**config.mk**
```make
export PLATFORM = sky130hd
export DESIGN_NAME = axi_emesh_bridge
export DESIGN_NICKNAME = d
export VERILOG_FILES = /design/src/design/axi_types_pkg.sv /design/src/design/emesh_types_pkg.sv /design/src/design/axi_slave_ctrl.sv /design/src/design/emesh_write_packer.sv /design/src/design/emesh_read_requester.sv /design/src/design/read_response.sv /design/src/design/reg_access.sv /design/src/design/axi_emesh_bridge.sv
export VERILOG_INCLUDE_DIRS = /design/src /design/src/design
export SDC_FILE = /design/constraint.sdc
export NUM_CORES = 1
export LEC_CHECK = 0
export CORE_AREA = 5 5 197 199
export DETAILED_ROUTE_END_ITERATION = 16
export DIE_AREA = 0 0 202 204
export DONT_BUFFER_PORTS = 1
export HOLD_SLACK_MARGIN = 0.15
export SKIP_LAST_GASP = 1
export SLEW_MARGIN = 10
export SYNTH_ARGS = -nofsm -noshare
export SYNTH_HDL_FRONTEND = slang
export SYNTH_HIERARCHICAL = 1
export SYNTH_SLANG_ARGS = --single-unit
```
**constraint.sdc**
```tcl
create_clock -name s_axi_aclk -period 5.6 [get_ports s_axi_aclk]
set_input_delay 0.28 -clock s_axi_aclk [delete_from_list [all_inputs] [get_ports s_axi_aclk]]
set_output_delay 0.28 -clock s_axi_aclk [all_outputs]
set_load 0.005 [all_outputs]
```
**src/design/bridge_config.svh**
```systemverilog
`ifndef BRIDGE_CONFIG_SVH
`define BRIDGE_CONFIG_SVH

// link id, matched against mesh address bits 31:20
`define BRIDGE_ELINK_ID    12'h810

// register group codes in address bits 19:16
`define BRIDGE_GROUP_MMR   4'hF
`define BRIDGE_GROUP_RXMMU 4'hE
`define BRIDGE_GROUP_TXMMU 4'hD
`define BRIDGE_GROUP_EMBOX 4'hC

`define BRIDGE_AXI_ADDR_W  30   // axi byte address width

`endif

```
**src/design/axi_types_pkg.sv**
```systemverilog
`default_nettype none

`include "bridge_config.svh"

package axi_types_pkg;

   typedef logic [`BRIDGE_AXI_ADDR_W-1:0] axi_addr_t;   // byte address
   typedef logic [7:0]  axi_len_t;    // beats minus one
   typedef logic [2:0]  axi_size_t;   // log2 of bytes per beat
   typedef logic [3:0]  axi_strb_t;   // one bit per byte lane
   typedef logic [31:0] axi_data_t;
   typedef logic [1:0]  axi_resp_t;   // bridge only ever answers okay

   // burst type, wrap gets the fixed behaviour
   typedef enum logic [1:0]
   {
      FIXED = 2'b00,
      INCR  = 2'b01,
      WRAP  = 2'b10
   } axi_burst_e;

endpackage

`default_nettype wire

```
**src/design/emesh_types_pkg.sv**
```systemverilog
`default_nettype none

package emesh_types_pkg;

   typedef logic [31:0] emesh_addr_t;   // coreid sits in 31:20
   typedef logic [31:0] emesh_data_t;
   typedef logic [1:0]  datamode_t;     // 0 byte, 1 half, 2 word
   typedef logic [3:0]  ctrlmode_t;
   typedef logic [11:0] coreid_t;
   typedef logic [19:0] mi_addr_t;      // offset inside the link window

   // write channel, one burst at a time
   typedef enum logic [1:0] { WR_IDLE, WR_DATA, WR_RESP } wr_state_e;

   // read channel, one transaction in flight
   typedef enum logic { RD_IDLE, RD_DATA } rd_state_e;

endpackage

`default_nettype wire

```
**src/design/axi_slave_ctrl.sv**
```systemverilog
`timescale 1ns/100ps
`default_nettype none

module axi_slave_ctrl
(
   input  logic                     s_axi_aclk,
   input  logic                     s_axi_aresetn,
   input  logic                     s_axi_awvalid,
   output logic                     s_axi_awready,
   input  logic                     s_axi_wvalid,
   input  logic                     s_axi_wlast,
   output logic                     s_axi_wready,
   input  logic                     s_axi_bready,
   output logic                     s_axi_bvalid,
   output axi_types_pkg::axi_resp_t s_axi_bresp,
   input  logic                     s_axi_arvalid,
   output logic                     s_axi_arready,
   input  logic                     s_axi_rready,
   input  logic                     rvalid,
   input  logic                     rlast,
   input  logic                     emwr_progfull,
   output logic                     aw_accept,
   output logic                     w_beat,
   output logic                     ar_accept,
   output logic                     r_beat,
   output logic                     read_start
);
   import emesh_types_pkg::*;

   wr_state_e wr_state;
   rd_state_e rd_state;
   logic      w_last_beat;   // closing data beat of the burst
   logic      r_last_beat;

   assign aw_accept   = s_axi_awvalid & s_axi_awready;
   assign w_beat      = s_axi_wvalid & s_axi_wready;
   assign ar_accept   = s_axi_arvalid & s_axi_arready;
   assign r_beat      = rvalid & s_axi_rready;
   assign w_last_beat = w_beat & s_axi_wlast;
   assign r_last_beat = r_beat & rlast;
   assign s_axi_bresp = 2'b00;   // okay

   // ########################################################################
   // write channel

   always_ff @(posedge s_axi_aclk)
   begin
      if (!s_axi_aresetn)
      begin
         wr_state      <= WR_IDLE;
         s_axi_awready <= 1'b0;
         s_axi_wready  <= 1'b0;
         s_axi_bvalid  <= 1'b0;
      end
      else
      begin
         case (wr_state)
            WR_IDLE:
               if (aw_accept)
                  wr_state <= WR_DATA;
            WR_DATA:
               if (w_last_beat)
                  wr_state <= WR_RESP;
            default:
               if (s_axi_bvalid && s_axi_bready)
                  wr_state <= WR_IDLE;
         endcase
         s_axi_awready <= (wr_state == WR_IDLE) && !aw_accept;
         // progfull holds off the next beat
         s_axi_wready  <= (wr_state == WR_DATA) && !w_last_beat && !emwr_progfull;
         if (w_last_beat)
            s_axi_bvalid <= 1'b1;
         else if (s_axi_bready)
            s_axi_bvalid <= 1'b0;
      end
   end

   // ########################################################################
   // read channel

   always_ff @(posedge s_axi_aclk)
   begin
      if (!s_axi_aresetn)
      begin
         rd_state      <= RD_IDLE;
         s_axi_arready <= 1'b0;
         read_start    <= 1'b0;
      end
      else
      begin
         case (rd_state)
            RD_IDLE:
               if (ar_accept)
                  rd_state <= RD_DATA;
            default:
               if (r_last_beat)
                  rd_state <= RD_IDLE;
         endcase
         s_axi_arready <= (rd_state == RD_IDLE) && !ar_accept;   // one read at a time
         read_start    <= ar_accept;   // lands on first RD_DATA cycle
      end
   end

   a_bvalid_in_resp : assert property (@(posedge s_axi_aclk) disable iff (!s_axi_aresetn)
      $rose(s_axi_bvalid) |-> wr_state == WR_RESP);

   a_no_wready_idle : assert property (@(posedge s_axi_aclk) disable iff (!s_axi_aresetn)
      s_axi_wready |-> wr_state != WR_IDLE);

endmodule

`default_nettype wire

```
**src/design/emesh_write_packer.sv**
```systemverilog
`timescale 1ns/100ps
`default_nettype none

`include "bridge_config.svh"

module emesh_write_packer
(
   input  logic                         s_axi_aclk,
   input  logic                         s_axi_aresetn,
   input  logic                         aw_accept,
   input  logic                         w_beat,
   input  axi_types_pkg::axi_addr_t     s_axi_awaddr,
   input  axi_types_pkg::axi_size_t     s_axi_awsize,
   input  axi_types_pkg::axi_burst_e    s_axi_awburst,
   input  axi_types_pkg::axi_data_t     s_axi_wdata,
   input  axi_types_pkg::axi_strb_t     s_axi_wstrb,
   input  emesh_types_pkg::coreid_t     ecfg_coreid,
   input  emesh_types_pkg::ctrlmode_t   ecfg_tx_ctrlmode,
   output logic                         emwr_access,
   output emesh_types_pkg::datamode_t   emwr_datamode,
   output emesh_types_pkg::ctrlmode_t   emwr_ctrlmode,
   output emesh_types_pkg::emesh_addr_t emwr_dstaddr,
   output emesh_types_pkg::emesh_data_t emwr_data
);
   import axi_types_pkg::*;
   import emesh_types_pkg::*;

   emesh_addr_t wr_addr;     // beat address, coreid bits on top
   axi_burst_e  wr_burst;
   datamode_t   wr_mode;
   logic [1:0]  strb_lsb;    // lowest enabled byte lane
   emesh_data_t strb_data;
   logic        pkt_valid;   // delay stage
   emesh_addr_t pkt_addr;
   emesh_data_t pkt_data;

   // address tracker, fixed and wrap stay put
   always_ff @(posedge s_axi_aclk)
   begin
      if (aw_accept)
      begin
         wr_addr  <= {ecfg_coreid[11:`BRIDGE_AXI_ADDR_W-20], s_axi_awaddr};
         wr_burst <= s_axi_awburst;
         wr_mode  <= s_axi_awsize[1:0];
      end
      else if (w_beat && wr_burst == INCR)
      begin
         wr_addr <= {wr_addr[31:2] + 30'd1, 2'b00};   // next word, aligned
      end
   end

   // ########################################################################
   // strobe alignment

   always_comb
   begin
      casez (s_axi_wstrb)
         4'b???1: strb_lsb = 2'd0;
         4'b??10: strb_lsb = 2'd1;
         4'b?100: strb_lsb = 2'd2;
         default: strb_lsb = 2'd3;   // top lane only, or no lane at all
      endcase
   end

   assign strb_data = s_axi_wdata >> {strb_lsb, 3'b000};   // zero fill from the top

   // ########################################################################
   // two stage packet pipe

   always_ff @(posedge s_axi_aclk)
   begin
      if (w_beat)
      begin
         pkt_addr <= {wr_addr[31:2], strb_lsb};
         pkt_data <= strb_data;
      end
      emwr_dstaddr  <= pkt_addr;
      emwr_data     <= pkt_data;
      emwr_datamode <= wr_mode;
      emwr_ctrlmode <= ecfg_tx_ctrlmode;
   end

   always_ff @(posedge s_axi_aclk)
   begin
      if (!s_axi_aresetn)
      begin
         pkt_valid   <= 1'b0;
         emwr_access <= 1'b0;
      end
      else
      begin
         pkt_valid   <= w_beat;
         emwr_access <= pkt_valid;   // two cycles after the beat
      end
   end

endmodule

`default_nettype wire

```
**src/design/emesh_read_requester.sv**
```systemverilog
`timescale 1ns/100ps
`default_nettype none

`include "bridge_config.svh"

module emesh_read_requester
(
   input  logic                         s_axi_aclk,
   input  logic                         s_axi_aresetn,
   input  logic                         ar_accept,
   input  logic                         r_beat,
   input  logic                         read_start,
   input  axi_types_pkg::axi_addr_t     s_axi_araddr,
   input  axi_types_pkg::axi_len_t      s_axi_arlen,
   input  axi_types_pkg::axi_size_t     s_axi_arsize,
   input  axi_types_pkg::axi_burst_e    s_axi_arburst,
   input  emesh_types_pkg::coreid_t     ecfg_coreid,
   input  emesh_types_pkg::ctrlmode_t   ecfg_tx_ctrlmode,
   output logic                         s_axi_rlast,
   output axi_types_pkg::axi_size_t     rd_size,
   output logic                         emrq_access,
   output emesh_types_pkg::datamode_t   emrq_datamode,
   output emesh_types_pkg::ctrlmode_t   emrq_ctrlmode,
   output emesh_types_pkg::emesh_addr_t emrq_dstaddr
);
   import axi_types_pkg::*;
   import emesh_types_pkg::*;

   emesh_addr_t rd_addr;       // beat address, coreid bits on top
   axi_len_t    rd_len;        // beats left minus one
   axi_burst_e  rd_burst;
   logic        rnext;         // beat taken, more to come
   logic        req_pending;   // request out, beat not yet taken

   always_ff @(posedge s_axi_aclk)
   begin
      if (ar_accept)
      begin
         rd_addr  <= {ecfg_coreid[11:`BRIDGE_AXI_ADDR_W-20], s_axi_araddr};
         rd_burst <= s_axi_arburst;
         rd_size  <= s_axi_arsize;
      end
      else if (r_beat && rd_burst == INCR)   // captured type, not the live input
      begin
         rd_addr <= {rd_addr[31:2] + 30'd1, 2'b00};
      end
   end

   // beat counter and rlast
   always_ff @(posedge s_axi_aclk)
   begin
      if (!s_axi_aresetn)
      begin
         rd_len      <= '0;
         s_axi_rlast <= 1'b0;
      end
      else if (ar_accept)
      begin
         rd_len      <= s_axi_arlen;
         s_axi_rlast <= (s_axi_arlen == 8'd0);   // single beat
      end
      else if (r_beat)
      begin
         rd_len <= rd_len - 8'd1;
         if (rd_len == 8'd1)
            s_axi_rlast <= 1'b1;
      end
   end

   // ########################################################################
   // request generation

   always_ff @(posedge s_axi_aclk)
   begin
      if (!s_axi_aresetn)
      begin
         rnext       <= 1'b0;
         emrq_access <= 1'b0;
         req_pending <= 1'b0;
      end
      else
      begin
         rnext       <= r_beat & ~s_axi_rlast;
         emrq_access <= read_start | rnext;
         if (emrq_access)
            req_pending <= 1'b1;
         else if (r_beat)
            req_pending <= 1'b0;
      end
   end

   always_ff @(posedge s_axi_aclk)
   begin
      emrq_dstaddr  <= rd_addr;
      emrq_datamode <= rd_size[1:0];
      emrq_ctrlmode <= ecfg_tx_ctrlmode;
   end

   // the previous beat must be taken before the next request leaves
   a_one_request : assert property (@(posedge s_axi_aclk) disable iff (!s_axi_aresetn)
      emrq_access |-> !req_pending);

endmodule

`default_nettype wire

```
**src/design/read_response.sv**
```systemverilog
`timescale 1ns/100ps
`default_nettype none

module read_response
(
   input  logic                         s_axi_aclk,
   input  logic                         s_axi_aresetn,
   input  logic                         emrr_access,
   input  emesh_types_pkg::emesh_data_t emrr_data,
   input  logic                         local_rd,
   input  emesh_types_pkg::emesh_data_t local_data,
   input  axi_types_pkg::axi_size_t     rd_size,
   input  logic                         s_axi_rready,
   output logic                         s_axi_rvalid,
   output axi_types_pkg::axi_data_t     s_axi_rdata,
   output axi_types_pkg::axi_resp_t     s_axi_rresp,
   output logic                         emrr_rd_en
);
   import emesh_types_pkg::*;

   emesh_data_t rsp_data;   // register block or rx fifo

   assign rsp_data    = local_rd ? local_data : emrr_data;
   assign emrr_rd_en  = emrr_access & ~local_rd;   // pop only for mesh replies
   assign s_axi_rresp = 2'b00;

   always_ff @(posedge s_axi_aclk)
   begin
      if (!s_axi_aresetn)
         s_axi_rvalid <= 1'b0;
      else if (emrr_access || local_rd)
         s_axi_rvalid <= 1'b1;
      else if (s_axi_rready)
         s_axi_rvalid <= 1'b0;
   end

   // narrow reads repeat across all lanes
   always_ff @(posedge s_axi_aclk)
   begin
      if (emrr_access || local_rd)
      begin
         case (rd_size[1:0])
            2'b00:   s_axi_rdata <= {4{rsp_data[7:0]}};
            2'b01:   s_axi_rdata <= {2{rsp_data[15:0]}};
            default: s_axi_rdata <= rsp_data;
         endcase
      end
   end

endmodule

`default_nettype wire

```
**src/design/reg_access.sv**
```systemverilog
`timescale 1ns/100ps
`default_nettype none

`include "bridge_config.svh"

module reg_access
(
   input  logic                         s_axi_aclk,
   input  logic                         s_axi_aresetn,
   input  logic                         emwr_access,
   input  emesh_types_pkg::emesh_addr_t emwr_dstaddr,
   input  emesh_types_pkg::emesh_data_t emwr_data,
   input  logic                         emrq_access,
   input  emesh_types_pkg::emesh_addr_t emrq_dstaddr,
   output logic                         mi_we,
   output emesh_types_pkg::mi_addr_t    mi_addr,
   output emesh_types_pkg::emesh_data_t mi_din,
   output logic                         mi_ecfg_sel,
   output logic                         mi_rx_emmu_sel,
   output logic                         mi_tx_emmu_sel,
   output logic                         mi_embox_sel,
   input  emesh_types_pkg::emesh_data_t mi_ecfg_dout,
   input  emesh_types_pkg::emesh_data_t mi_rx_emmu_dout,
   input  emesh_types_pkg::emesh_data_t mi_tx_emmu_dout,
   input  emesh_types_pkg::emesh_data_t mi_embox_dout,
   output logic                         local_rd,
   output emesh_types_pkg::emesh_data_t local_data
);

   logic mi_wr;       // write packet hits this link
   logic mi_rd;       // read request hits this link
   logic mi_en;
   logic ecfg_q;      // last cycle's selects steer the readback
   logic rx_emmu_q;
   logic tx_emmu_q;

   assign mi_wr = emwr_access & (emwr_dstaddr[31:20] == `BRIDGE_ELINK_ID);
   assign mi_rd = emrq_access & (emrq_dstaddr[31:20] == `BRIDGE_ELINK_ID);
   assign mi_en = mi_wr | mi_rd;

   assign mi_we   = mi_wr;
   assign mi_addr = mi_wr ? emwr_dstaddr[19:0] : emrq_dstaddr[19:0];   // write wins
   assign mi_din  = emwr_data;

   // group decode on bits 19:16
   assign mi_ecfg_sel    = mi_en & (mi_addr[19:16] == `BRIDGE_GROUP_MMR);
   assign mi_rx_emmu_sel = mi_en & (mi_addr[19:16] == `BRIDGE_GROUP_RXMMU);
   assign mi_tx_emmu_sel = mi_en & (mi_addr[19:16] == `BRIDGE_GROUP_TXMMU);
   assign mi_embox_sel   = mi_en & (mi_addr[19:16] == `BRIDGE_GROUP_EMBOX);

   always_ff @(posedge s_axi_aclk)
   begin
      if (!s_axi_aresetn)
      begin
         ecfg_q    <= 1'b0;
         rx_emmu_q <= 1'b0;
         tx_emmu_q <= 1'b0;
         local_rd  <= 1'b0;
      end
      else
      begin
         ecfg_q    <= mi_ecfg_sel;
         rx_emmu_q <= mi_rx_emmu_sel;
         tx_emmu_q <= mi_tx_emmu_sel;
         local_rd  <= mi_rd;
      end
   end

   // readback mux, mailbox when nothing else matched
   assign local_data = ecfg_q    ? mi_ecfg_dout    :
                       rx_emmu_q ? mi_rx_emmu_dout :
                       tx_emmu_q ? mi_tx_emmu_dout :
                                   mi_embox_dout;

   a_one_select : assert property (@(posedge s_axi_aclk) disable iff (!s_axi_aresetn)
      $onehot0({mi_ecfg_sel, mi_rx_emmu_sel, mi_tx_emmu_sel, mi_embox_sel}));

endmodule

`default_nettype wire

```
**src/design/axi_emesh_bridge.sv**
```systemverilog
`timescale 1ns/100ps
`default_nettype none

module axi_emesh_bridge
(
   input  logic                         s_axi_aclk,
   input  logic                         s_axi_aresetn,
   // write address / data / response
   input  axi_types_pkg::axi_addr_t     s_axi_awaddr,
   input  axi_types_pkg::axi_burst_e    s_axi_awburst,
   input  axi_types_pkg::axi_size_t     s_axi_awsize,
   input  logic                         s_axi_awvalid,
   output logic                         s_axi_awready,
   input  axi_types_pkg::axi_data_t     s_axi_wdata,
   input  axi_types_pkg::axi_strb_t     s_axi_wstrb,
   input  logic                         s_axi_wlast,
   input  logic                         s_axi_wvalid,
   output logic                         s_axi_wready,
   output axi_types_pkg::axi_resp_t     s_axi_bresp,
   output logic                         s_axi_bvalid,
   input  logic                         s_axi_bready,
   // read address / data
   input  axi_types_pkg::axi_addr_t     s_axi_araddr,
   input  axi_types_pkg::axi_burst_e    s_axi_arburst,
   input  axi_types_pkg::axi_len_t      s_axi_arlen,
   input  axi_types_pkg::axi_size_t     s_axi_arsize,
   input  logic                         s_axi_arvalid,
   output logic                         s_axi_arready,
   output axi_types_pkg::axi_data_t     s_axi_rdata,
   output axi_types_pkg::axi_resp_t     s_axi_rresp,
   output logic                         s_axi_rlast,
   output logic                         s_axi_rvalid,
   input  logic                         s_axi_rready,
   // mesh write packets
   output logic                         emwr_access,
   output emesh_types_pkg::datamode_t   emwr_datamode,
   output emesh_types_pkg::ctrlmode_t   emwr_ctrlmode,
   output emesh_types_pkg::emesh_addr_t emwr_dstaddr,
   output emesh_types_pkg::emesh_data_t emwr_data,
   input  logic                         emwr_progfull,
   // mesh read requests
   output logic                         emrq_access,
   output emesh_types_pkg::datamode_t   emrq_datamode,
   output emesh_types_pkg::ctrlmode_t   emrq_ctrlmode,
   output emesh_types_pkg::emesh_addr_t emrq_dstaddr,
   // receive fifo
   input  emesh_types_pkg::emesh_data_t emrr_data,
   input  logic                         emrr_access,
   output logic                         emrr_rd_en,
   // register bus
   output logic                         mi_we,
   output emesh_types_pkg::mi_addr_t    mi_addr,
   output emesh_types_pkg::emesh_data_t mi_din,
   output logic                         mi_ecfg_sel,
   output logic                         mi_rx_emmu_sel,
   output logic                         mi_tx_emmu_sel,
   output logic                         mi_embox_sel,
   input  emesh_types_pkg::emesh_data_t mi_ecfg_dout,
   input  emesh_types_pkg::emesh_data_t mi_rx_emmu_dout,
   input  emesh_types_pkg::emesh_data_t mi_tx_emmu_dout,
   input  emesh_types_pkg::emesh_data_t mi_embox_dout,
   // link config
   input  emesh_types_pkg::ctrlmode_t   ecfg_tx_ctrlmode,
   input  emesh_types_pkg::coreid_t     ecfg_coreid
);
   import axi_types_pkg::*;
   import emesh_types_pkg::*;

   logic        aw_accept;    // handshake pulses from the channel fsm
   logic        w_beat;
   logic        ar_accept;
   logic        r_beat;
   logic        read_start;   // first cycle of a read
   axi_size_t   rd_size;      // captured arsize
   logic        local_rd;     // response comes from the register block
   emesh_data_t local_data;

   axi_slave_ctrl u_ctrl (.rvalid(s_axi_rvalid), .rlast(s_axi_rlast), .*);

   emesh_write_packer u_wr_packer (.*);

   emesh_read_requester u_rd_req (.*);

   read_response u_rd_resp (.*);

   reg_access u_reg (.*);

endmodule

`default_nettype wire

```
# == Word level (Yosys, flattened, before mapping) ==
# Index checks and enable logic that the tools add are counted.
# totals
inputBits,300
elab_cells,122
out_inout_bits,210
regBits,298
# op_classes
bitwise_logic,19
n_mux,27
n_addsub,3
eq_ne,15
reduce_logical,24
shift,1
# op_table
operator,n
$mux W32,8
$pmux W32 S2,1
$add A30 B1 Y30 const B,2
$shr A32 B5 Y32,1
$eq A12 B12 Y1 const B,2
$mux W20,1
$eq A4 B4 Y1 const B,4
$mux W8,2
$and A1 B1 Y1,14
$reduce_bool A2 Y1,6
$mux W1,10
$eq A2 B1 Y1 const B,4
$eq A8 B1 Y1 const B,1
$logic_not A8 Y1,1
$sub A8 B1 Y8 const B,1
$logic_and A1 B1 Y1,7
$mux W2,3
$pmux W2 S3,1
$logic_not A1 Y1,4
$logic_not A2 Y1,2
$ne A2 B1 Y1 const B,2
$pmux W2 S2,1
$eq A3 B3 Y1 const B,1
$not A1 Y1,3
other kinds (6),7

# == Depth between registers and ports, before layout ==
# Gate-level depths: netlist (run 1).
# depth
depth_word,5
ltp_mapped,8
ltp_nobuf,6

# == Cells and area by module ==
# The synthesis (run 1) kept the hierarchy.
# by_module_without_submodules
mod,cells_per_inst,area_per_inst_um2,seq_area_each_um2,n_inst
emesh_write_packer,443,5903.2,4384.2,1
emesh_read_requester,299,3343.2,2092.0,1
read_response,105,1940.6,980.9,1
reg_access,269,1769.2,80.1,1
axi_slave_ctrl,33,325.3,160.2,1

# == Worst setup path before layout (run 1) ==
# Ideal clock, no wire load.
# synth_path
kind,register to register
from,register u_ctrl.s_axi_wready
to,register u_wr_packer.wr_addr[10] (enable)
period_less_slack_ns,4.693
t_arrival_ns,4.233
stages_incl_launch_ff,4
setup_ns,0.459
path_slack_ns,0.907
n_path_buf,0
required_ns,5.141
path_cell_list,dfxtp_1 -> and2_1 -> nand2_1 -> o21ai_0
# synth_between
elab_chain_cells,3
# synth_lines
element,line,text
from (decl),axi_slave_ctrl.sv:12,"output logic s_axi_wready,"
from (signal assigned),axi_slave_ctrl.sv:70,s_axi_wready <= (wr_state == WR_DATA) && !w_last_beat && !emwr_progfull;
$and A1 B1 Y1,axi_slave_ctrl.sv:36,assign w_beat = s_axi_wvalid & s_axi_wready;
net w_beat,axi_emesh_bridge.sv:70,logic w_beat;
$logic_and A1 B1 Y1,emesh_write_packer.sv:46,else if (w_beat && wr_burst == INCR)
$reduce_bool A2 Y1 (no source line),--,
to (signal assigned),emesh_write_packer.sv:42,"wr_addr <= {ecfg_coreid[11:`BRIDGE_AXI_ADDR_W-20], s_axi_awaddr};"
to (signal assigned),emesh_write_packer.sv:48,"wr_addr <= {wr_addr[31:2] + 30'd1, 2'b00};"
to (decl),emesh_write_packer.sv:28,emesh_addr_t wr_addr;
# The timed path passes the listed nets, and every way through them passes these cells.
# A chain may end at the register's enable or synchronous reset.

# == Worst setup path in the final report (run 1) ==
# layout_path
from,register u_reg.tx_emmu_q
to,register u_rd_resp.s_axi_rdata[31] (data pin)
# layout_between
elab_chain_cells,5
# layout_lines
element,line,text
from (decl),reg_access.sv:35,logic tx_emmu_q;
from (signal assigned),reg_access.sv:64,tx_emmu_q <= mi_tx_emmu_sel;
$mux W32,reg_access.sv:72,tx_emmu_q ? mi_tx_emmu_dout :
$mux W32,reg_access.sv:71,rx_emmu_q ? mi_rx_emmu_dout :
$mux W32,reg_access.sv:70,assign local_data = ecfg_q ? mi_ecfg_dout :
net local_data[7],axi_emesh_bridge.sv:76,emesh_data_t local_data;
$mux W32,read_response.sv:23,assign rsp_data = local_rd ? local_data : emrr_data;
$pmux W32 S2,read_response.sv:42,case (rd_size[1:0])
to (signal assigned),read_response.sv:43,2'b00: s_axi_rdata <= {4{rsp_data[7:0]}};
to (signal assigned),read_response.sv:44,2'b01: s_axi_rdata <= {2{rsp_data[15:0]}};
to (signal assigned),read_response.sv:45,default: s_axi_rdata <= rsp_data;
to (decl),read_response.sv:15,"output axi_types_pkg::axi_data_t s_axi_rdata,"
# The timed path passes the listed nets, and every way through them passes these cells.

==> results of run 1 <==
[flip-flops by register name, indices dropped and copies added, names as in the netlist, 4 cells and up]
signal                     flops
u_wr_packer/wr_addr           30
u_rd_req/emrq_ctrlmode         4
u_wr_packer/emwr_ctrlmode      4
u_rd_req/rd_addr              32
u_wr_packer/emwr_dstaddr      32
u_wr_packer/pkt_data          32
u_rd_req/rd_len                8
u_rd_resp/s_axi_rdata         32
u_rd_req/emrq_dstaddr         32
u_wr_packer/pkt_addr          32
u_wr_packer/emwr_data         32
[worst reg2reg max path, cell delays in order (launching register included)]
cell and delay (ns):
dfxtp_2 1.02, mux2i_1 0.29, nor2_1 0.05, a21oi_1 0.27, o21ai_0 0.26, mux2_2 0.35
mux4_2 0.44, dlygate4sd3_1 0.57
[timing repair]
item / CTS / global route
hold buffers: 170 / 0
hold endpoints to repair: 168 / 0
setup buffers: 0 / 0
[worst max-delay path by stage]
stage / startpoint / end / slack, ns
3_5_place_dp: u_reg/tx_emmu_q / u_rd_resp/s_axi_rdata[31] / 2.59
6_report: u_reg/tx_emmu_q / u_rd_resp/s_axi_rdata[31] / 2.08
3_3_place_gp: u_reg/tx_emmu_q / u_rd_resp/s_axi_rdata[31] / 2.64
4_1_cts: u_reg/tx_emmu_q / u_rd_resp/s_axi_rdata[31] / 2.02
2_1_floorplan: u_ctrl/s_axi_wready / u_wr_packer/wr_addr[10] / 0.91
5_1_grt: u_reg/tx_emmu_q / u_rd_resp/s_axi_rdata[31] / 1.88
[cell type report]
cell class | instances | share of cell area, %
flip-flops and latches | 300 | 47.4
multi-input cells | 735 | 30.7
repair buffers | 180 | 11.0
clock buffers | 56 | 6.33
well taps | 474 | 3.66
clock inverters | 8 | 0.518
inverters | 18 | 0.417
diodes | 2 | 0.0309
[metal layers]
layer / up-vias / part of all wire [%] / GRT usage, %
met2: 559 / 48 / 30.1
met3: 66 / 9.8 / 5.66
met1: 4725 / 40 / 23.4
met5: - / 0.069 / 0
met4: 4 / 2.9 / 7.01
li1: 4450 / - / -
[power groups by stage]
stage | clock [uW] | combinational, uW | sequential (uW)
after detailed placement | 0 | 274 | 2560
after global placement | 0 | 267 | 2560
after global routing | 2340 | 433 | 2520
after floorplan | 0 | 225 | 2520
after CTS | 2240 | 393 | 2510
final | 2180 | 397 | 2520
[cells in the final DEF, fill, tap and decap left out, drive strengths merged, types with 5 or more instances in the layout]
master         n
inv           19
nor3          11
a22oi          8
a31oi         30
nand2        129
mux2          63
nand3         30
or3           10
mux2i         35
xor2          13
or2            5
a21oi         40
dlygate4sd3  170
buf           10
o21ai         80
xnor2         17
or4           23
a22o           6
dfxtp        134
nor2          82
edfxtp       166
clkbuf        56
nor2b          7
nor4          13
a211oi         8
and3          12
mux4          16
nand3b         5
clkinv         6
o31ai         18
nand4         20
and2          18
[per-stage QoR]
| stage | power (uW) | cells | worst slack, ns | util (%) |
|---|---|---|---|---|
| 2_1_floorplan | 2750 | 1150 | 0.907 | - |
| 3_3_place_gp | 2830 | 1537 | 2.64 | 36.1 |
| 3_5_place_dp | 2830 | 1537 | 2.59 | 36.1 |
| 4_1_cts | 5150 | 1771 | 2.02 | 43.7 |
| 5_1_grt | 5300 | 1773 | 1.88 | 43.7 |
| 6_report | 5090 | 1773 | 2.08 | 43.7 |
==> run metrics, run 1 <==
Min-Delay Startpoint mi_ecfg_dout[22]; combinational fraction of design power 7.8%; GP Congestion 0.868; reg2reg end u_rd_resp/s_axi_rdata[31]; clk_skew ~0.016 ns; synthesized instance count 1148; Worst Max-Slew Pin Slew 1.15 ns; # fillers 3411; depth of the most critical reg-to-reg path 7; synthesized area per cell 11.5 um2; initial core utilization 35.8%; crit share post-route 62.8%; worst min path class input port to flop; clk slew on worst S/H paths 0.06 ns; DRC viols 0; CTS Root Cell clkbuf_16; Hold Vio Cnt, Final 0; Sw Share 23.4%; IO Pins 510; global-route usage over all layers 18.5%; Buf+Inv Stages, Crit Path 1; Final ANT Viol Nets 0; count of warnings emitted by yosys 6; Int Power ~4000 uW; startpoint class of the critical path flop; via count 9804; critical path arrival 3.80 ns; final WL 40700 um; hold_ws around 0.18 ns; Cell Area, Synth 13300 um2; fin nets 1574; Final setup viols 0; largest net degree at the start of global routing 67; Slowest-stage cell, CP dfxtp_2; Max IR drop VDD approximately 200 uV; crit-path max FO 32; max-slew violations 0; PD cells roughly 310 nW/um2; CP Depth 7; placed cell areas 13400 um2; Core Area roughly 37000 um2; Congestion Overflow GR 0; area of the multi-input gates 4970 um2; die height 204 um; cts bufs inserted 35; worst hold endpoint u_rd_resp/s_axi_rdata[22]; initial antenna violation count 4; Bufs on Longest Clock Path 3; vias in the first global route 9606; post-route setup TNS 0 ns; vias per inst 5.53; slew margin rel. 23.3%; Crit path required time approximately 5.9 ns; Buffers on Ports 0; max incr delay on CP around 1 ns; layout cells sized above 1 12.3%; WS Path Type flop to flop; DR pass1 iterations 6; H-Tree Level Count 2; Flop pwr share about half; Setup crit end kind flop; DR WL/cell 22.9 um; Max Fclk 284 MHz; Die Wd 202 um; FP Rows 71; status finished, final reports clean; post-route cell area 16200 um2; area grow syn2layout 22.2%; Hold Path Stages 3; Tmin final roughly 3.5 ns; Max Cap Viol 0; Clock power frac 42.8%; Psw 1190 uW; clk sinks 300; first-pass GRT wire length between 50000 and 60000 um; worst path cell trace mux2i_1 > nor2_1 > a21oi_1 > o21ai_0 > mux2_2 > mux4_2 > dlygate4sd3_1; CTS resizes 0; clk_lat worst skew around 0.54 ns; 1st-iter DRT viols 910; CP top delay family multiplexers; P_leak 0.00558 uW; CTS tree built; hpwl dp 28600 um; R2R Path Start u_reg/tx_emmu_q; Die ar. 41200 um2; register area 7670 um2; setup slack, reg-to-reg between 2 and 2.5 ns; RSZ-0062 raised after global routing no
Power figures use the tool's default switching activity.
==> inputs of run 2 (changes only) <==
--- a/config.mk
+++ b/config.mk
@@ -6,9 +6,9 @@
 export SDC_FILE = /design/constraint.sdc
 export NUM_CORES = 1
 export LEC_CHECK = 0
-export CORE_AREA = 5 5 197 199
+export CORE_AREA = 5 5 194 196
 export DETAILED_ROUTE_END_ITERATION = 16
-export DIE_AREA = 0 0 202 204
+export DIE_AREA = 0 0 199 201
 export DONT_BUFFER_PORTS = 1
 export HOLD_SLACK_MARGIN = 0.15
 export SKIP_LAST_GASP = 1
==> constraint.sdc (replaced) <==
create_clock -name s_axi_aclk -period 3.05 [get_ports s_axi_aclk]
set_input_delay 0.1525 -clock s_axi_aclk [delete_from_list [all_inputs] [get_ports s_axi_aclk]]
set_output_delay 0.1525 -clock s_axi_aclk [all_outputs]
set_load 0.005 [all_outputs]
==> run metrics, run 2 (synthesis gave the netlist of run 1 again) <==
met2 usage 31.5% (+1.4 points); CTS tree built; Global Route met3 Usage 7.42% (+1.8 points); Die ar. 40000 um2 (-2.9%); worst setup path startpoint u_reg/tx_emmu_q; cts bufs inserted 35 (unchanged); Placed Cells 1535 (-0.13%); initial core utilization 36.9% (+1.1 points); Crit path required time 3.33 ns (-2.55 ns); crit-path max FO 26 (-19%); DR pass1 iterations 5 (-1); clk_skew 0.0148 ns (-0.00144 ns); Worst Max-Slew Pin Slew 1.17 ns (+0.0275 ns); area grow syn2layout 25.3%; most common cell after layout, fill and taps aside dlygate4sd3_1; initial antenna violation count 5 (+1); hold_ws 0.190 ns (+0.00670 ns); die height 201 um (-1.5%); Worst Setup EP u_rd_resp/s_axi_rdata[30]; final WL 41800 um (+2.7%); grt peak-use layer met2; clk_lat worst skew 0.54 ns (about the same); status finished, final reports clean; worst min path class input port to flop; max-slew violations 0 (unchanged); setup slack, reg-to-reg 0.09 ns (-1.99 ns); vias per inst 5.55 (+0.34%); FP Rows 70 (-1.4%); Final setup viols 0 (unchanged); Max Fclk 338 MHz (+19%); DR WL/cell 23.2 um (+1.3%); WS Path Type flop to flop; placed cell areas 13400 um2 (+0.26%); clk sinks 300 (unchanged); layout cells sized above 1 12.7% (+0.32 points); Post-CTS Setup Bufs 0 (unchanged); first-pass GRT wire length 61500 um (+3.6%); Congestion Overflow GR 0 (unchanged); global-route usage over all layers 19.8% (+1.3 points); DRC viols 0 (unchanged); R2R Path Start u_reg/tx_emmu_q; GP Congestion 0.901 (+3.7%); hpwl dp 29900 um (+4.4%); 1st-iter DRT viols 673 (-26%); Tmin final 2.96 ns (-0.560 ns); Max IR drop VDD 390 uV (+90%); setup ws final 0.0918 ns (-1.99 ns); via count 9976 (+1.8%); startpoint class of the critical path flop; Setup crit end kind flop; PD cells 589 nW/um2 (+87%); fin nets 1604 (+1.9%); CTS Root Cell clkbuf_16; depth of the most critical reg-to-reg path 8 (+1); slew margin rel. 21.5% (-1.8 points); pre-CTS setup slack 0.524 ns (-2.07 ns); clk slew on worst S/H paths 0.06 ns (about the same); Final ANT Viol Nets 0 (unchanged); reg2reg end u_rd_resp/s_axi_rdata[30]; Core Area 35900 um2 (-3.1%); met1 global-route usage 24.1% (+0.74 points); Max Cap Viol 0 (unchanged); H-Tree Level Count 2 (unchanged); Buffers on Ports 0 (unchanged); Hold Vio Cnt, Final 0 (unchanged); post-route cell area 16600 um2 (+2.5%); post-route setup TNS 0 ns (unchanged); Bufs on Longest Clock Path 3 (unchanged); IO Pins 510 (unchanged); vias in the first global route 10011 (+4.2%); Non-Filler Instances 1798 (+1.4%); crit share post-route 97.0% (+34 points); RSZ-0062 raised after global routing yes; P_leak 0.00577 uW (+3.3%); largest net degree at the start of global routing 54 (-19%); commonest cells after routing, fill and taps aside dlygate4sd3_1, edfxtp_1, dfxtp_1, nand2_1, nor2_1; critical path arrival 3.24 ns (-0.56 ns); Die Wd 199 um (-1.5%); # fillers 3219 (-5.6%)
==> run 2: area by class of cell <==
cell class | instances | area (um2) | share of cell area (%)
diodes | 3 | 7.51 | 0.0452
inverters | 18 | 67.6 | 0.407
multi-input cells | 735 | 4980 | 30.0
clock inverters | 15 | 216 | 1.30
clock buffers | 49 | 990 | 5.96
flip-flops and latches | 300 | 7670 | 46.2
well taps | 468 | 586 | 3.53
repair buffers | 210 | 2080 | 12.6
==> run 2: worst max-delay path, cell delays in order, from the launching register on <==
cell           delay (ns)
dfxtp_2              0.44
buf_6                0.34
mux2i_1              0.28
nor2_1               0.07
a21oi_1              0.15
o21ai_0              0.11
mux2_2               0.28
mux4_2               0.43
dlygate4sd3_1        0.56
==> run 2: per-stage QoR <==
| step | power (uW) | utilization, % |
|---|---|---|
| 6_report | 9780 | 46.2 |
| 3_3_place_gp | 5200 | 37.4 |
| 2_1_floorplan | 5050 | - |
| 4_1_cts | 9890 | 46.2 |
| 5_1_grt | 10200 | 46.2 |
| 3_5_place_dp | 5210 | 37.4 |
==> run 2: worst min-delay path by stage <==
stage	slack, ns	cells past startpoint	start	to
floorplan	0.18	0	ecfg_tx_ctrlmode[0]	u_rd_req/emrq_ctrlmode[0]
global placement	0.18	0	ecfg_tx_ctrlmode[3]	u_wr_packer/emwr_ctrlmode[3]
detailed placement	0.18	0	ecfg_tx_ctrlmode[3]	u_wr_packer/emwr_ctrlmode[3]
CTS	0.15	3	s_axi_rready	u_ctrl/rd_state
global route	0.20	3	s_axi_rready	u_ctrl/rd_state
finish	0.19	3	s_axi_rready	u_ctrl/rd_state
==> run 2: what timing repair did <==
action                                 in CTS  in global routing
endpoints found under the hold margin     172                  0
gates resized for setup                     0                  2
hold buffers                              196                  0
setup endpoints to repair                   0                  9
==> run 2: power breakdown <==
group	switching, uW	internal [uW]
combinational	365	400
clock	1690	2700
sequential	162	4460
total	2220	7560
==> run 2: metal layers <==
layer	wire length [um]	part of all wire [%]
met1	16100	39
met3	4460	11
met5	27	0.065
met2	19400	46
met4	1770	4.2
